[config.mk]
export PLATFORM = sky130hd
export DESIGN_NAME = sequencer
export DESIGN_NICKNAME = d
export VERILOG_FILES = /design/src/cpuPkg.sv /design/src/sequencer.sv
export SDC_FILE = /design/constraint.sdc
export NUM_CORES = 1
export LEC_CHECK = 0
export BUFFER_PORTS_ARGS = -buffer_cell sky130_fd_sc_hd__buf_2
export CORE_AREA = 2 2 52 54
export CTS_BUF_LIST = sky130_fd_sc_hd__clkbuf_8
export CTS_CLUSTER_DIAMETER = 150
export DETAILED_ROUTE_END_ITERATION = 6
export DIE_AREA = 0 0 54 56
export GPL_TIMING_DRIVEN = 0
export PLACE_DENSITY = 0.75
export SYNTH_ARGS = -nofsm -noshare
export SYNTH_HDL_FRONTEND = slang
export SYNTH_SLANG_ARGS = --single-unit
[constraint.sdc]
create_clock -name fast_clock -period 1.3 [get_ports fast_clock]
set_clock_uncertainty 0.2 [all_clocks]
set_input_delay 0.13 -clock fast_clock [delete_from_list [all_inputs] [get_ports fast_clock]]
set_output_delay 0.13 -clock fast_clock [all_outputs]
set_load 0.05 [all_outputs]
[src/cpuPkg.sv]
`default_nettype none

package cpuPkg;

    localparam int wordWidth = 32;
    localparam int memDepth = 1024;
    localparam int memAddrWidth = 10;
    localparam int specRegWidth = 4;
    localparam int immWidth = 20;

    localparam logic [wordWidth-1:0] dataAreaStart = 32'd512;
    localparam logic [wordWidth-1:0] maxNumber = '1;
    localparam logic [wordWidth-1:0] pcResetValue = 32'd1;

    localparam logic [3:0] pcRegister = 4'd15;
    localparam logic [3:0] spRegister = 4'd14;
    localparam logic [3:0] lrRegister = 4'd13;
    localparam logic [3:0] savedSpRegister = 4'd5;
    localparam logic [4:0] hiddenSpRegister = 5'd16;  // Privileged stack, not addressable

    typedef enum logic [3:0] {
        opAdd       = 4'd0,
        opSub       = 4'd1,
        opAnd       = 4'd2,
        opOr        = 4'd3,
        opAddi      = 4'd4,
        opLoad      = 4'd5,
        opStore     = 4'd6,
        opBrz       = 4'd7,
        opEnterPriv = 4'd8,
        opExitPriv  = 4'd9,
        opCpxr      = 4'd10,
        opHalt      = 4'd11
    } opcodeT;

    typedef enum logic [2:0] {
        ctrlNone        = 3'd0,
        ctrlWriteAlu    = 3'd1,
        ctrlWriteLoad   = 3'd3,
        ctrlEnterPriv   = 3'd4,
        ctrlExitPriv    = 3'd5,
        ctrlCopySpecial = 3'd6
    } bankCtrlT;

    typedef struct packed {
        opcodeT      opcode;
        logic [3:0]  rd;
        logic [3:0]  rsA;
        logic [3:0]  rsB;
        logic [15:0] spare;
    } rFormT;

    typedef struct packed {
        opcodeT                      opcode;
        logic [3:0]                  rd;
        logic [3:0]                  rsA;
        logic signed [immWidth-1:0]  imm;
    } iFormT;

    typedef union packed {
        rFormT r;
        iFormT i;
    } instrWordT;

    typedef struct packed {
        logic                    read;
        logic                    write;
        logic [memAddrWidth-1:0] addr;
        logic [wordWidth-1:0]    wdata;
    } memReqT;

    typedef struct packed {
        logic                 valid;
        logic [wordWidth-1:0] rdata;
    } memRspT;

    typedef struct packed {
        logic       commit;
        bankCtrlT   ctrl;
        logic [3:0] rd;
    } bankCmdT;

endpackage

`default_nettype wire

[src/sequencer.sv]
`timescale 1ns/1ns
`default_nettype none

module sequencer (
    input  logic                             fast_clock,
    input  logic                             reset,
    input  logic                             run,
    input  cpuPkg::instrWordT                instr,
    input  logic                             instrValid,
    input  logic                             lsDone,
    output logic                             fetchStart,
    output logic                             lsStart,
    output logic                             lsWrite,
    output cpuPkg::bankCmdT                  bankCmd,
    output cpuPkg::opcodeT                   aluOp,
    output logic                             useImm,
    output logic [cpuPkg::wordWidth-1:0]     immediate,
    output logic [3:0]                       rsA,
    output logic [3:0]                       rsB,
    output logic                             halted
);
    import cpuPkg::*;

    typedef enum logic [2:0] {
        sIdle, sFetch, sWaitFetch, sDecode, sExec, sMem, sCommit, sHalted
    } stateT;

    stateT state;
    stateT nextState;
    opcodeT opcode;
    logic isMemOp;

    // Both forms share opcode, rd and rsA positions
    assign opcode = instr.r.opcode;
    assign isMemOp = opcode == opLoad || opcode == opStore;

    assign rsA = instr.r.rsA;
    assign rsB = instr.r.rsB;
    assign immediate = {{(wordWidth-immWidth){instr.i.imm[immWidth-1]}}, instr.i.imm};
    assign useImm = opcode == opAddi || isMemOp;
    assign aluOp = opcode;
    assign lsWrite = opcode == opStore;

    assign fetchStart = state == sFetch;
    assign lsStart = state == sExec && isMemOp;   // Address is ready in EXEC
    assign halted = state == sHalted;

    always_comb begin
        nextState = state;
        case (state)
            sIdle:      if (run) nextState = sFetch;
            sFetch:     nextState = sWaitFetch;
            sWaitFetch: if (instrValid) nextState = sDecode;
            sDecode:    nextState = opcode == opHalt ? sHalted : sExec;
            sExec:      nextState = isMemOp ? sMem : sCommit;
            sMem:       if (lsDone) nextState = sCommit;
            sCommit:    nextState = run ? sFetch : sIdle;
            default:    nextState = sHalted;   // Held until reset
        endcase
    end

    always_ff @(posedge fast_clock) begin
        if (reset) begin
            state <= sIdle;
        end else begin
            state <= nextState;
        end
    end

    always_comb begin
        bankCmd.commit = state == sCommit;
        bankCmd.rd = instr.r.rd;
        case (opcode)
            opAdd, opSub, opAnd, opOr, opAddi: bankCmd.ctrl = ctrlWriteAlu;
            opLoad:      bankCmd.ctrl = ctrlWriteLoad;
            opEnterPriv: bankCmd.ctrl = ctrlEnterPriv;
            opExitPriv:  bankCmd.ctrl = ctrlExitPriv;
            opCpxr:      bankCmd.ctrl = ctrlCopySpecial;
            default:     bankCmd.ctrl = ctrlNone;   // Store, branch, halt
        endcase
    end

endmodule

`default_nettype wire

Yosys cells after proc, flatten, opt, wreduce, memory -nomap -nowiden
Memories as Yosys holds them, arrays and structs flattened.
Index checks and enable logic that the tools add are counted.
Widths: inputs -> output; s select.
{"block": "word_totals", "mem_bits_ro": 48, "mem_count": 1, "input_bits": 37, "register_bits": 3, "wordCells": 28, "out_inout_bits": 57}
{"memory": "(name not given)", "depth": 16, "word_bits": 3, "read_ports": 1, "rd_ports_with_merged_regs": 0, "wr": 0, "line_no": "sequencer.sv:73", "text": "case (opcode)"}
{"block": "classes", "eq_ne": 14, "muxes": 7, "reduce_logical": 5}
{"cell": "$pmux 3 s7", "n": 1}
{"cell": "$eq 3x3->1 const B", "n": 4}
{"cell": "$eq 4x3->1 const B", "n": 3}
{"cell": "$mux 3", "n": 3}
{"cell": "$eq 3x2->1 const B", "n": 2}
{"cell": "$ne 2x2->1 const B", "n": 3}
{"cell": "$eq 4x4->1 const B", "n": 1}
{"cell": "$mux 2", "n": 2}
{"cell": "$eq 3x1->1 const B", "n": 1}
{"cell": "$logic_not 3->1", "n": 1}
{"cell": "$reduce_and 3->1", "n": 1}
{"cell": "$logic_or 1x1->1", "n": 2}
{"cell": "$logic_and 1x1->1", "n": 1}
{"cell": "$mux 1", "n": 1}

Logic depth before layout (Yosys ltp)
Gate-level depths: netlist of the first run.
{"block": "logic_depth", "ltp_word": 4, "depth_mapped": 4, "ltp_nobuf": 3}

Least setup slack after synthesis of the first run
No wires, ideal clock.
{"block": "synth_timing", "kind": "reg2out", "start": "register state[1]", "end": "output port lsStart", "slack_ns": -0.422, "arrival_ns": 1.392, "path_buffers": 1, "t_required_ns": 0.970, "path_stages_with_launch": 5, "path_cell_list": "dfxtp_1 > buf_2 > nor3b_1 > nand2_1 > nor2_1"}
{"block": "synth_between", "elab_chain_len": 2}
{"element": "start, declared", "line_no": "sequencer.sv:28", "text": "stateT state;"}
{"element": "start signal, assigned", "line_no": "sequencer.sv:64", "text": "state <= sIdle;"}
{"element": "start signal, assigned", "line_no": "sequencer.sv:66", "text": "state <= nextState;"}
{"element": "$eq 3x3->1", "line_no": "sequencer.sv:45", "text": "assign lsStart = state == sExec && isMemOp;"}
{"element": "$logic_and 1x1->1", "line_no": "sequencer.sv:45"}
{"element": "end, declared", "line_no": "sequencer.sv:12", "text": "output logic lsStart,"}
No other way between the ends.

Final worst setup path of the first run
Same ends and word-level chain as after synthesis.

==> flow_summary.ini, run 1 <==
[outcome]
status = complete, but fails checks
violations = negative setup slack

[placed_design]
hpwl_mm = 1.44
place_congestion = 0.799
dp_cells = 184
io_buffers = 65

[floorplanning]
initial_core_util_pct = 26.6
coreArea_sq_um = 2430
die_w_um = 54
dieArea_sq_um = 3020
io_pins = 94
die_y_um = 56
rows = 18

[flow_run]
drv_cap = 0

[setup_path]
cp-start-kind = flop
cp.arrival_ps = 1110
end_kind = output pin
reg2reg_depth = 4
path_class = flop to output pin
required_ps = 970
crit_fanout = 4

[pwr]
p_leak_nw = 0.691
p_per_area_nw_per_um2 = 1180
fin_total_pwr_mw = 1.49
ir_drop_mv = 0.703

[route]
routedWlPerCell_um = 9.99
drt-total-wl_mm = 1.93
num_vias = 766
drt_pass1_iterations = 3
drt_iter0_drc = 6
drc = 0
via_per_inst = 3.97
drtAntennaViolNets = 0

[timing]
finalHoldViolCount = 0
maxSlewHeadroom_pct = 74.1
rsz0062_at_grt = yes
fmax_mhz = 694
tightest_slew_ps = 387
finalSetupViolations = 5
period_minus_slack_ps = 1440
setup_ws_ps = -142
finalCritPeriodShare_pct = 111
slew_violations = 0

[synth]
syn-num-nets = 126
yosys.cell_types.count = 24
avgSynthCellArea_sq_um = 7.27
syn_area_sq_um = 647
synth_warnings = 0
synth-seq-cells = 3
ys_seq_area_share_pct = 9.28
synth_cells = 89

[clocking]
clockBufferDepth = 2
cts_root_buf = clkbuf_8
clkSinkCount = 3
numCtsBuffers = 3
clk_latency_ps = 220
htreeDepth = 1
path_clk_slew_ps = 30
cts_tree = built

[layout]
area_growth_pct = 95.0
final_common_cell = buf_2
final_cell_mix = buf_2 (60), buf_4 (53), inv_1 (5)
drive_above_1_share_pct = 85.3
final_cells = 193
finalNetCount = 201
antenna_cells = 0
nFillCells = 252

[global_routing]
grt_pass1_wl_mm = 2.63
grt_usage_pct = 11.0
overflow = 0
grt_max_degree = 15
antenna_found_initial = 0
grt_pass1_vias = 629

[min_path]
min_path_type = input port to flop
min_path_cells = 3
==> layout make-up <==
class                           instances  area [sq um]  area share (%)
Inverter                                4          15.0            1.19
Timing Repair Buffer                   71           415            32.9
Multi-Input combinational cell         33           317            25.1
Clock buffer                            3          41.3            3.27
Sequential cell                         3          71.3            5.65
Tap cell                               30          37.5            2.98
Buffer                                 48           360            28.6
Clock inverter                          1          3.75           0.298
==> per-layer routing <==
metal | wire length [um] | track usage (%) | vias up
met1 | 635 | 12.5 | 314
met2 | 1010 | 20.0 | 56
met3 | 284 | 0.806 | 0
li1 | - | - | 396
met5 | 0 | 0 | -
met4 | 0 | 4.29 | 0
==> power by group <==
part | internal (mW) | switching, mW
logic | 0.407 | 0.617
registers | 0.143 | 0.0551
clock network | 0.202 | 0.0698
total | 0.752 | 0.741
==> cell families after synthesis <==
logic type             count (synthesis)  share of synthesized area [%]
XOR/XNOR                               1                           1.35
AO/OA/AOI/OAI                         11                           12.0
buffers and inverters                 53                           58.8
AND/OR/NAND/NOR                       20                           17.0
flip-flops                             3                           9.28
multiplexers                           1                           1.55
==> what timing repair did <==
item                                    4_1_cts  5_1_grt
hold buffers                                  1        0
hold endpoints to repair                      2        0
pin swaps                                     2        4
gates resized for setup                      19       13
endpoints found under the setup margin        6        7
setup buffers                                 3        3
==> per-stage QoR <==
| stage | TNS [ps] | hold slack (ps) | worst slack, ps | instance area [sq um] | utilization [%] |
|---|---|---|---|---|---|
| after floorplan | -159 | -0.586 | -88.3 | 689 | - |
| after global placement | -702 | 127 | -221 | 1050 | 43.3 |
| after detailed placement | -685 | 125 | -214 | 1050 | 43.3 |
| after CTS | -258 | 14.7 | -143 | 1180 | 48.5 |
| after global routing | -508 | 38.3 | -208 | 1260 | 51.9 |
| final | -268 | 17.7 | -142 | 1260 | 51.9 |
==> critical path, stage by stage, from the launching register on <==
cell and delay, ps:
dfxtp_4 350, nor3b_4 190, nand2_2 90, nor2_4 110, buf_8 150
==> synthesized netlist by cell type <==
cell,number,area share (%)
buf_4,48,56
nor2_1,5,2.9
inv_1,4,2.3
nand2b_1,4,3.9
a21oi_1,3,2.3
dfxtp_1,3,9.3
nand2_1,3,1.7
nor2b_1,2,1.9
o22ai_1,2,1.9
a2111oi_0,1,1.4
a221oi_1,1,1.4
a311o_1,1,1.5
a31oi_1,1,0.97
and3_1,1,0.97
and4b_1,1,1.5
buf_2,1,0.77
mux2i_1,1,1.5
nor3_1,1,0.77
nor3b_1,1,1.2
o211ai_1,1,1.2
o221ai_1,1,1.4
or2_2,1,0.97
or2b_1,1,1.2
xor2_1,1,1.4
==> final timing paths <==
check | start | end | slack (ps)
hold reg to reg | state[0] | flop | 380
setup / recovery | state[1] | lsStart | -140
setup reg to reg | state[1] | state[0] | 0
hold / removal | instrValid | state[0] | 20
Power figures use the tool's default switching activity.
==> run 2: changes to the inputs <==
--- a/config.mk
+++ b/config.mk
@@ -8,5 +8,4 @@
 export BUFFER_PORTS_ARGS = -buffer_cell sky130_fd_sc_hd__buf_2
 export CORE_AREA = 2 2 52 54
-export CTS_BUF_LIST = sky130_fd_sc_hd__clkbuf_8
 export CTS_CLUSTER_DIAMETER = 150
 export DETAILED_ROUTE_END_ITERATION = 6
==> constraint.sdc (replaced) <==
create_clock -name fast_clock -period 1.3 [get_ports fast_clock]
set_clock_uncertainty 0.2 [all_clocks]
set_input_delay 0.26 -clock fast_clock [delete_from_list [all_inputs] [get_ports fast_clock]]
set_output_delay 0.26 -clock fast_clock [all_outputs]
set_load 0.05 [all_outputs]
==> run 2 against run 1 <==
Against the previous run:
- the flow still finishes with violations (negative setup slack)
- via count is 12% higher
- die area unchanged
- flip-flop and latch count stayed put
- wire length rose by 4.4%
- first-iteration DRC count is 17% higher
- largest power group unchanged
- worst setup slack worse by 210 ps
- clock power decreased by 40%
- cell count up 5.7%
- highest routed layer is now met4
- critical endpoint unchanged
==> flow_summary.ini, run 2 (synthesis gave the netlist of run 1 again) <==
[timing]
slew_violations = 0
setup_ws_ps = -350
tightest_slew_ps = 295
period_minus_slack_ps = 1650
fmax_mhz = 606
fin_hold_ws_ps = 15.7
rsz0062_at_grt = yes
setup_tns_ps = -1740
finalHoldViolCount = 0
maxSlewHeadroom_pct = 80.2
finalSetupViolations = 10
finalCritPeriodShare_pct = 127

[setup_path]
r2r_start = state[1]
slowest_stage = dfxtp_1
crit_fanout = 5
rr_endpoint = state[1]
path_class = flop to output pin
r2r_slack_ps = -210
reg2reg_depth = 6
crit_chain = buf_6 > nor3b_4 > nand2_2 > nor2_4 > buf_8
cp.arrival_ps = 1190
cp-start-kind = flop
end_kind = output pin
max_stage_delay_ps = 300
required_ps = 840

[min_path]
min_path_type = input port to flop
min-delay-start = reset
min_path_cells = 2

[clocking]
numCtsBuffers = 3
cts_tree = built
htreeDepth = 1
cts_root_buf = clkbuf_4
clkSinkCount = 3
clk_latency_ps = 230
clockBufferDepth = 2
cts_hold_buf = 0
path_clk_slew_ps = 40

[floorplanning]
die_w_um = 54
die_y_um = 56
io_pins = 94
dieArea_sq_um = 3020
rows = 18
coreArea_sq_um = 2430
initial_core_util_pct = 26.6

[global_routing]
overflow = 0
grt_usage_pct = 12.0
antenna_found_initial = 0
grt_max_degree = 15
grt_pass1_wl_mm = 2.80
grt_pass1_vias = 746

[placed_design]
place_worst_setup_slack_ps = -398
place_area_sq_um = 1100
hpwl_mm = 1.46
io_buffers = 65
place_congestion = 0.733

[route]
drtAntennaViolNets = 0
num_vias = 856
drt_iter0_drc = 7
drt_pass1_iterations = 4
drc = 0
via_per_inst = 4.20
drt-total-wl_mm = 2.01
routedWlPerCell_um = 9.87

[layout]
final_cell_mix = buf_4 (62), buf_2 (51), buf_6 (10)
antenna_cells = 0
drive_above_1_share_pct = 90.8
area_growth_pct = 128
final_cell_area_sq_um = 1480
finalNetCount = 212
final_common_cell = buf_4

[pwr]
p_leak_nw = 0.773
ir_drop_mv = 0.757
p_per_area_nw_per_um2 = 1030

[outcome]
status = complete, but fails checks
violations = negative setup slack

[flow_run]
drv_cap = 0
==> run 2: cell types whose count changed in the layout (fill, tap and decap cells not counted), moves of 3 or more <==
cell / before / now
a21oi_4: 0 / 3
buf_2: 60 / 51
clkbuf_4: 0 / 3
inv_1: 5 / 2
buf_6: 2 / 10
buf_4: 53 / 62
clkbuf_8: 3 / 0
==> run 2: critical path, delay by kind of cell, from the launching register on <==
family        cells  cell delay, ps
buf+inv           2             270
flops             1             300
simple gates      3             390
==> run 2: how the worst max path moves through the flow <==
stage / startpoint / endpoint / slack, ps
global placement: instr[29] / lsStart / -370
CTS: state[1] / lsStart / -350
finish: state[1] / lsStart / -350
global route: state[1] / lsStart / -430
detailed placement: instr[29] / lsStart / -400
floorplan: state[1] / lsStart / -200
==> run 2: what timing repair did <==
item | CTS | global route
resized for setup | 43 | 21
setup buffers | 11 | 5
pin swaps | 9 | 6
setup endpoints to repair | 13 | 11
endpoints found under the hold margin | 0 | 0
==> run 2: final cells by class <==
type / count / area, sq um
plain buffers: 49 / 372
clock buffers: 4 / 26.3
fillers: 212 / 956
inverters: 4 / 22.5
multi-input cells: 33 / 374
flip-flops and latches: 3 / 67.6
well taps: 30 / 37.5
repair buffers: 81 / 577
==> run 2: through the flow <==
| step | power (mW) | utilization [%] | std cells |
|---|---|---|---|
| 2_1_floorplan | 0.899 | - | 89 |
| 3_3_place_gp | 1.04 | 45.2 | 184 |
| 3_5_place_dp | 1.05 | 45.2 | 184 |
| 4_1_cts | 1.38 | 55.2 | 199 |
| 5_1_grt | 1.61 | 60.7 | 204 |
| 6_report | 1.52 | 60.7 | 204 |
==> run 2: routing by layer <==
layer,part of all wire (%),track usage [%]
met1,31,10.6
met4,0.89,4.29
met3,13,2.96
met5,0,0
met2,55,24.2
==> run 2: where the power goes <==
part	leakage [nW]	switching [mW]	internal, mW	total (mW)
clock	0.0150	0.0484	0.115	0.163
sequential	0.0260	0.0558	0.135	0.191
combinational	0.732	0.649	0.519	1.17
total	0.773	0.753	0.769	1.52
