## src/cpuPkg.sv

```systemverilog
`default_nettype none

package cpuPkg;

    localparam int wordWidth = 32;
    localparam int memDepth = 1024;
    localparam int memAddrWidth = 10;
    localparam int specRegWidth = 4;
    localparam int immWidth = 20;

    localparam logic [wordWidth-1:0] dataAreaStart = 32'd512;
    localparam logic [wordWidth-1:0] maxNumber = '1;
    localparam logic [wordWidth-1:0] pcResetValue = 32'd1;

    localparam logic [3:0] pcRegister = 4'd15;
    localparam logic [3:0] spRegister = 4'd14;
    localparam logic [3:0] lrRegister = 4'd13;
    localparam logic [3:0] savedSpRegister = 4'd5;
    localparam logic [4:0] hiddenSpRegister = 5'd16;  // Privileged stack, not addressable

    typedef enum logic [3:0] {
        opAdd       = 4'd0,
        opSub       = 4'd1,
        opAnd       = 4'd2,
        opOr        = 4'd3,
        opAddi      = 4'd4,
        opLoad      = 4'd5,
        opStore     = 4'd6,
        opBrz       = 4'd7,
        opEnterPriv = 4'd8,
        opExitPriv  = 4'd9,
        opCpxr      = 4'd10,
        opHalt      = 4'd11
    } opcodeT;

    typedef enum logic [2:0] {
        ctrlNone        = 3'd0,
        ctrlWriteAlu    = 3'd1,
        ctrlWriteLoad   = 3'd3,
        ctrlEnterPriv   = 3'd4,
        ctrlExitPriv    = 3'd5,
        ctrlCopySpecial = 3'd6
    } bankCtrlT;

    typedef struct packed {
        opcodeT      opcode;
        logic [3:0]  rd;
        logic [3:0]  rsA;
        logic [3:0]  rsB;
        logic [15:0] spare;
    } rFormT;

    typedef struct packed {
        opcodeT                      opcode;
        logic [3:0]                  rd;
        logic [3:0]                  rsA;
        logic signed [immWidth-1:0]  imm;
    } iFormT;

    typedef union packed {
        rFormT r;
        iFormT i;
    } instrWordT;

    typedef struct packed {
        logic                    read;
        logic                    write;
        logic [memAddrWidth-1:0] addr;
        logic [wordWidth-1:0]    wdata;
    } memReqT;

    typedef struct packed {
        logic                 valid;
        logic [wordWidth-1:0] rdata;
    } memRspT;

    typedef struct packed {
        logic       commit;
        bankCtrlT   ctrl;
        logic [3:0] rd;
    } bankCmdT;

endpackage

`default_nettype wire

```

## src/regBank.sv

```systemverilog
`timescale 1ns/1ns
`default_nettype none

module regBank (
    input  logic                                fast_clock,
    input  logic                                reset,
    input  cpuPkg::bankCmdT                     bankCmd,
    input  logic                                shouldBranch,
    input  logic [3:0]                          rsA,
    input  logic [3:0]                          rsB,
    input  logic [cpuPkg::wordWidth-1:0]        aluResult,
    input  logic [cpuPkg::wordWidth-1:0]        loadData,
    input  logic [cpuPkg::wordWidth-1:0]        nextPc,
    input  logic [cpuPkg::specRegWidth-1:0]     specialPins,
    output logic [cpuPkg::wordWidth-1:0]        readDataA,
    output logic [cpuPkg::wordWidth-1:0]        readDataB,
    output logic [cpuPkg::wordWidth-1:0]        currentPc,
    output logic [cpuPkg::wordWidth-1:0]        storeData
);
    import cpuPkg::*;

    logic [wordWidth-1:0] bank [0:16];
    logic rdWritable;

    assign rdWritable = bankCmd.rd != pcRegister && bankCmd.rd != spRegister;

    // Registered read ports, one cycle behind the index
    always_ff @(posedge fast_clock) begin
        readDataA <= bank[rsA];
        readDataB <= bank[rsB];
        currentPc <= bank[pcRegister];
        storeData <= bank[bankCmd.rd];
    end

    always_ff @(posedge fast_clock) begin
        if (reset) begin
            bank[0] <= dataAreaStart;
            bank[spRegister] <= maxNumber;         // User stack
            bank[pcRegister] <= pcResetValue;
            bank[hiddenSpRegister] <= maxNumber;   // Privileged stack
        end else if (bankCmd.commit) begin
            bank[pcRegister] <= shouldBranch ? aluResult : nextPc;
            case (bankCmd.ctrl)
                ctrlWriteAlu: begin
                    if (rdWritable) begin
                        bank[bankCmd.rd] <= aluResult;
                    end
                end
                ctrlWriteLoad: begin
                    if (rdWritable) begin
                        bank[bankCmd.rd] <= loadData;
                    end
                end
                ctrlEnterPriv: begin
                    bank[savedSpRegister] <= bank[spRegister];   // Keep user SP
                    bank[lrRegister] <= nextPc;                  // Return address
                    bank[spRegister] <= bank[hiddenSpRegister];
                end
                ctrlExitPriv: begin
                    bank[hiddenSpRegister] <= bank[spRegister];
                    bank[spRegister] <= bank[savedSpRegister];   // Back to user SP
                end
                ctrlCopySpecial: begin
                    bank[bankCmd.rd] <= {{(wordWidth-specRegWidth){1'b0}}, specialPins};
                end
                default: begin
                end
            endcase
        end
    end

endmodule

`default_nettype wire

```

## config.mk

```make
export PLATFORM = sky130hd
export DESIGN_NAME = regBank
export DESIGN_NICKNAME = d
export VERILOG_FILES = /design/src/cpuPkg.sv /design/src/regBank.sv
export SDC_FILE = /design/constraint.sdc
export NUM_CORES = 1
export LEC_CHECK = 0
export BUFFER_PORTS_ARGS = -buffer_cell sky130_fd_sc_hd__buf_2
export CAP_MARGIN = 20
export CORE_MARGIN = 2
export CORE_UTILIZATION = 55
export DETAILED_ROUTE_END_ITERATION = 7
export PLACE_DENSITY = 0.77
export SLEW_MARGIN = 20
export SYNTH_ARGS = -nofsm -noshare
export SYNTH_HDL_FRONTEND = slang
export SYNTH_SLANG_ARGS = --single-unit
```

## constraint.sdc

```tcl
create_clock -name fast_clock -period 4 [get_ports fast_clock]
set_input_delay 0.2 -clock fast_clock [delete_from_list [all_inputs] [get_ports fast_clock]]
set_output_delay 0.2 -clock fast_clock [all_outputs]
set_load 0.01 [all_outputs]
```

Yosys cells after proc, flatten, opt, wreduce, memory -nomap -nowiden

Memory sizes are Yosys's and may differ from the RTL's. A register that Yosys moved wholly into a read port is not among the register bits.
Cells that the tools add are included.

Multiplexer cells: 42
Bitwise operators: 9
Reduce and logical (&&, ||, !) cells: 4
Equal/unequal tests: 8

Operators by type and width:

| operator             | count |
|---|---|
| $mux W32             | 10 |
| $reduce_or A32 Y1    | 3 |
| $mux W1              | 29 |
| $mux W5              | 3 |
| $eq A3 B3 Y1 const B | 3 |
| $ne A4 B4 Y1 const B | 2 |
| $or A1 B1 Y1         | 6 |
| $eq A5 B5 Y1 const A | 1 |
| $eq A3 B1 Y1 const B | 1 |
| $eq A3 B2 Y1 const B | 1 |
| $and A1 B1 Y1        | 2 |
| $logic_and A1 B1 Y1  | 1 |
| $not A1 Y1           | 1 |

Memories: 1
Memory bits (writable): 544
Bits of input ports: 119
Register bits after elaboration: 0
Output and inout bits: 128
Logic and storage cells: 64

Memory list:

| name | depth | width | read ports | clocked after memory_dff | wr ports | RTL line      | source |
|---|---|---|---|---|---|---|---|
| bank | 17    | 32    | 7          | 4                        | 4        | regBank.sv:22 | `logic [wordWidth-1:0] bank [0:16];` |

Logic depth before layout (Yosys ltp)

Gate-level depths: netlist (run 1).

Word-level depth: 12
Mapped depth: 8
Gate-level depth less buffers: 4

Least setup slack after synthesis (run 1)

No wires, ideal clock.

Kind: input -> register
Start: in reset
End: mem bank[7][0] (enable)
Setup time: 461 ps
Cell stages on the path: 5
Path slack: 218 ps
Arrival: 3,321 ps
Data required time: 3,539 ps
Path through: buf_6 nand4bb_1 o2bb2ai_2 nand3_1 nor3_1

RTL lines:

| element         | RTL line      | source |
|---|---|---|
| start, declared | regBank.sv:6  | `input logic reset,` |
| end, declared   | regBank.sv:22 |  |

==> results of run 1 <==
[power groups by stage]
stage | clock network, mW | logic, mW | registers [mW]
4_1_cts | 6.91 | 1.79 | 7.94
6_report | 6.88 | 1.82 | 7.95
5_1_grt | 7.18 | 1.90 | 7.97
3_5_place_dp | 0 | 1.73 | 8.09
3_3_place_gp | 0 | 1.71 | 8.07
2_1_floorplan | 0 | 1.02 | 8.11
[synthesized netlist by cell type (3+ instances only)]
cell	instances
clkbuf_1	73
o21a_1	4
o22ai_1	7
buf_4	10
buf_2	78
or3_1	32
nor2b_1	9
a21o_1	59
buf_6	8
a211oi_1	3
edfxtp_1	544
nand2_1	97
nor2_2	19
nand2b_1	3
mux2_2	32
a22oi_1	184
mux2i_1	70
dfxtp_1	128
and2_1	4
a21oi_1	6
a211o_1	31
o2bb2ai_2	4
mux4_2	384
nor2_1	53
o21ai_0	5
[state kept, by name, indices dropped and copies added, names as in the netlist]
signal,flops
readDataA,32
storeData,32
readDataB,32
bank,544
currentPc,32
[kinds of logic (layout without fill, tap and decap cells)]
family | Yosys count | count (layout) | share of synthesized area [%]
other cells | 0 | 3 | 0
flops | 672 | 672 | 57.30
simple gates | 233 | 233 | 3.380
compound gates | 312 | 312 | 7.227
buf+inv | 175 | 503 | 2.652
mux | 486 | 486 | 29.44
[per-stage QoR]
step	area [um^2]	hold slack (ns)
finish	38270	0.04647
global route	38260	0.05030
CTS	38250	0.02255
detailed placement	35160	0.4087
global placement	35160	0.4019
floorplan	32980	0.3764
[tightest hold or removal path, delay by kind of cell]
kind,cells,cell delay (ns)
buf+inv,1,0.09
compound gates,1,0.15
mux,1,0.10
[how the worst min path moves through the flow]
stage | start | end | slack [ns] | cells after the start
after floorplan | bank[15][0] | currentPc[0] | 0.38 | 0
after global placement | bank[15][10] | currentPc[10] | 0.40 | 0
after detailed placement | bank[15][12] | currentPc[12] | 0.41 | 0
after CTS | specialPins[0] | bank[14][0] | 0.02 | 3
after global routing | aluResult[9] | bank[15][9] | 0.05 | 3
final | aluResult[9] | bank[15][9] | 0.05 | 3
[cell type report]
class / count / share of cell area (%)
Multi-Input combinational cell: 1031 / 35.02
Antenna cell: 3 / 0.01962
Tap cell: 773 / 2.527
Inverter: 2 / 0.01962
Clock inverter: 36 / 1.262
Clock buffer: 92 / 5.071
Timing Repair Buffer: 373 / 6.696
Sequential cell: 672 / 49.38
[layout by cell type (no fill, tap or decap), types with 11 or more instances in the layout]
cell type        n
edfxtp_1       544
or3_1           32
dfxtp_1        128
nor2_2          18
mux2i_1         70
nor2_4          11
clkbuf_16       72
dlygate4sd3_1   67
buf_12          13
a211o_1         31
buf_2          239
nor2_1          43
mux2_2          32
nand2_1         97
a21o_1          59
mux4_2         384
buf_4           48
clkbuf_1        13
a22oi_1        184
[layer usage]
metal  track usage (%)  up-vias  wire length, um  share of wire (%)
met2             51.11     1774            47150                 48
met1             41.91    11090            33800                 34
met3             8.495      346            13050                 13
li1                  -     8527                -                  -
met4             16.54        4             5041                5.1
met5                 0        -               26              0.026
[repair_timing]
item / CTS / global route
setup endpoints to repair: 0 / 0
hold endpoints to repair: 62 / 0
hold buffers: 67 / 0
==> results.cfg, run 1 <==
[run_status]
status = complete, no violations

[placed_design]
dp_worst_setup_slack_ns = 0.9229
globalplace.congestion = 0.8489
dp_hpwl_mm = 60.29
place_inst = 2784
io_buffers = 246

[global_route]
grt_max_degree = 64
grt.total_usage_pct = 32.38
grt_pass1_vias = 22750
overflow = 0
grt_pass1_wl_mm = 147.7
antenna_found_initial = 5

[route]
drt_iter0_markers = 2793
drcViolationCount = 0
wl_mm = 99.07
num_vias = 21740
dr.pass1.iters = 5
detail-route-antenna-nets = 0
wl_per_cell_um = 33.22
via_per_inst = 7.290

[finish]
final_cell_count_no_fill = 2982
drive_gt1_share_pct = 40.44
multi_input_area_um2 = 13400
seq_area_um2 = 18900
fin_nets = 2269
finish.utilization_pct = 64.72
fillers = 3858
syn_to_final_growth_pct = 16.03

[logic_synthesis]
async_flop_share_pct = 0
ys_ff_latch = 672
ys_dominant_reg_cell = edfxtp_1
yosys_warnings = 0
synth_top_cells_by_area = edfxtp_1 (50%), mux4_2 (26%), dfxtp_1 (7.8%)
syn-num-nets = 1997
syn_inst = 1878
yosys.area.top_type_share_pct = 49.53
yosys.area.top_type = edfxtp_1
ys_seq_area_share_pct = 57.30
synth_edf_count = 544
synth_cell_types = 47
syn_area_per_cell_um2 = 17.56
synth_area_um2 = 32980

[cts]
ctsResizeCount = 0
clock_latency_ns = 0.65
cts_tree = yes
clk_pin_slew_ns = 0.05
cts_max_level = 3
cts_buffers = 70
cts_post_setup_buffers_inserted = 0
cts-root-buf = clkbuf_16
cts.sinks = 672
clock_path_buffers = 3

[pwr]
peakVddDrop_mv = 0.3818
clockPowerShare_pct = 41.3
p_leak_nw = 12.93
totalPowerFinal_mw = 16.64
power_density_nw_per_um2 = 434.9
p_int_mw = 12.64
switching_share_pct = 24.04
p_seq_share_pct = 47.7
p_comb_share_pct = 10.9
switchingPower_mw = 4.001

[sta]
max-slew-margin-rel_pct = 19.32
worstMarginPinSlew_ns = 1.210
post-route-period-util_pct = 65.05
period_needed_ns = 2.602
fin_setup_tns_ns = 0
setup_violations = 0
rsz0062_at_grt = no
fin_skew_ns = 0.03527
drv_slew = 0
setup_slack_ns = 1.398
max_freq_ghz = 0.3843
finalHoldViolCount = 0

[worst_setup_path]
r2r_slack_ns = 2.18
cp_slowest_cell = o2bb2ai_2
crit_end = bank[7][5]
critPathCaptureType = register
worst_r2r_endpoint = readDataB[1]
r2r-start = bank[15][1]
crit_arrival_ns = 2.85
required_ns = 4.25
crit_type = input pin to register
cp.depth = 6
cp-start-kind = input pin
crit_path_start = bankCmd[4]
crit_fanout = 28
reg2reg_depth = 3
path_cells = buf_2 > nand4bb_1 > o2bb2ai_2 > nand3_1 > nor3_2 > buf_4
critical-path-top-delay-family = buffers and inverters
crit_buf_inv = 2
cp_slowest_stage_delay_ns = 0.64

[die]
core_area_um2 = 59130
pin_count = 247
die_area_um2 = 61940
start_util_pct = 55.78
die-height_um = 248.9
die_w_um = 248.9
rows = 89

[min_path]
hp-class = input pin to register

[flow_run]
drv_cap = 0
(Power assumes the default switching activity.)
==> inputs of run 2 (changes only) <==
==> constraint.sdc (replaced) <==
create_clock -name fast_clock -period 2.2 [get_ports fast_clock]
set_input_delay 0.11 -clock fast_clock [delete_from_list [all_inputs] [get_ports fast_clock]]
set_output_delay 0.11 -clock fast_clock [all_outputs]
set_load 0.01 [all_outputs]
==> run 2 against run 1 <==
Compared with the run above:
- via count grew 1.3%
- design area grew 3.2%
- first-iteration DRC count grew 14%
- worst setup slack lost 0.84 ns
- flip-flop and latch count is the same
- power grew 80%
- critical endpoint is now readDataA[17]
- largest power group unchanged
==> results.cfg, run 2 (synthesis results as in run 1) <==
[cts]
cts_post_setup_buffers_inserted = 0
clk_pin_slew_ns = 0.06
cts_buffers = 70
clock_latency_ns = 0.63
cts.sinks = 672
cts-root-buf = clkbuf_16
cts_max_level = 3
clock_path_buffers = 3
cts_tree = yes

[finish]
top_register = bank
fillers = 3758
finish.utilization_pct = 66.76
final_common_cell = edfxtp_1
syn_to_final_growth_pct = 19.70
drive_gt1_share_pct = 41.56
largest_reg_flops = 544
fin_nets = 2367
final_cell_mix = edfxtp_1 (544), mux4_2 (384), buf_2 (239)
final_cell_count_no_fill = 3079

[worst_setup_path]
crit_fanout = 4
r2r-start = bank[15][17]
critPathCaptureType = register
r2r_slack_ns = 0.56
crit_arrival_ns = 2.08
required_ns = 2.64
crit_type = register to register
cp-start-kind = register
reg2reg_depth = 3
worst_r2r_endpoint = readDataA[17]

[route]
drcViolationCount = 0
num_vias = 22030
detail-route-antenna-nets = 0
via_per_inst = 7.155
wl_per_cell_um = 33.57
dr.pass1.iters = 8
wl_mm = 103.4
drt_iter0_markers = 3196

[sta]
worstMarginPinSlew_ns = 1.007
finalHoldViolCount = 0
post-route-period-util_pct = 74.57
rsz0062_at_grt = no
whs_ns = 0.01495
max-slew-margin-rel_pct = 32.66
period_needed_ns = 1.641
drv_slew = 0
setup_violations = 0
fin_skew_ns = 0.02702
max_freq_ghz = 0.6095

[pwr]
switching_share_pct = 24.24
totalPowerFinal_mw = 29.94
p_comb_share_pct = 11.7
p_leak_nw = 13.54
p_seq_share_pct = 48.2
p_int_mw = 22.69
peakVddDrop_mv = 0.5477
power_density_nw_per_um2 = 758.4
switchingPower_mw = 7.257
clockPowerShare_pct = 40.0

[die]
die_w_um = 248.9
rows = 89
pin_count = 247
die_area_um2 = 61940
start_util_pct = 55.78
die-height_um = 248.9
core_area_um2 = 59130

[global_route]
grt_max_degree = 50
grt_pass1_wl_mm = 152.3
grt.total_usage_pct = 33.75
antenna_found_initial = 3
overflow = 0
grt_pass1_vias = 23230

[placed_design]
globalplace.congestion = 0.8676
dp_hpwl_mm = 64.88
place_inst = 2859
io_buffers = 246

[min_path]
holdPathStages = 4
hp-class = input pin to register
min_to = bank[14][28]
hold_path_startpoint = loadData[28]

[run_status]
status = complete, no violations

[flow_run]
drv_cap = 0
## run 2: cell count changes in the layout (fill, tap and decap cells not counted), sizes merged
cell / change
dlygate4sd3: +23
buf: +75
clkinvlp: -3
clkinv: +3
inv: -1
diode: -2
clkbuf: +7
bufinv: -5
## run 2: cell type report
| type | instances | area, um^2 | area share (%) |
|---|---|---|---|
| sequential | 672 | 18900 | 47.87 |
| inverter | 2 | 7.507 | 0.01902 |
| timing repair buffer | 471 | 3881 | 9.831 |
| tap | 773 | 967.2 | 2.450 |
| multi-input combinational | 1031 | 13420 | 33.98 |
| antenna | 1 | 2.502 | 0.006339 |
| clock inverter | 30 | 287.8 | 0.7290 |
| clock buffer | 99 | 2018 | 5.112 |
## run 2: how the worst max path moves through the flow
stage | from | endpoint | slack [ns] | cells past startpoint
floorplan | bankCmd[4] | bank[2][0] | -0.11 | 5
global placement | bankCmd[4] | bank[8][0] | 0.21 | 5
detailed placement | bankCmd[4] | bank[9][0] | 0.07 | 5
CTS | bank[15][17] | readDataA[17] | 0.62 | 3
global route | aluResult[0] | bank[13][0] | 0.52 | 6
finish | bank[15][17] | readDataA[17] | 0.56 | 3
## run 2: routing by layer
metal  vias up  routed length [um]  part of all wire [%]  global-route usage, %
met1     11130               33860                    33                  43.00
li1       8719                   -                     -                      -
met4         2                5821                   5.6                  17.28
met5         -                  13                 0.013                      0
met2      1828               49090                    47                  53.23
met3       352               14580                    14                  9.833
## run 2: critical path: stages (launching register included)
cell	delay, ns
edfxtp_1	0.51
mux4_2	0.53
a22oi_1	0.23
nand2_1	0.19
## run 2: power by group through the flow
stage / Sequential, mW / Combinational [mW] / Clock [mW]
floorplan: 14.7 / 1.87 / 0
global placement: 14.7 / 3.29 / 0
detailed placement: 14.7 / 3.33 / 0
CTS: 14.4 / 3.46 / 12.0
global route: 14.5 / 3.65 / 12.5
finish: 14.4 / 3.51 / 12.0
## run 2: metrics by stage
stage	setup TNS (ns)	cell area (um^2)	worst slack, ns
5_1_grt	0	39480	0.5209
3_3_place_gp	0	36270	0.2088
4_1_cts	0	39480	0.6177
3_5_place_dp	0	36270	0.06536
2_1_floorplan	-21.31	33080	-0.1073
6_report	0	39480	0.5594
## run 2: repair_timing
action / CTS / global route
endpoints found under the hold margin: 73 / 0
gates resized for setup: 0 / 0
hold buffers: 90 / 0
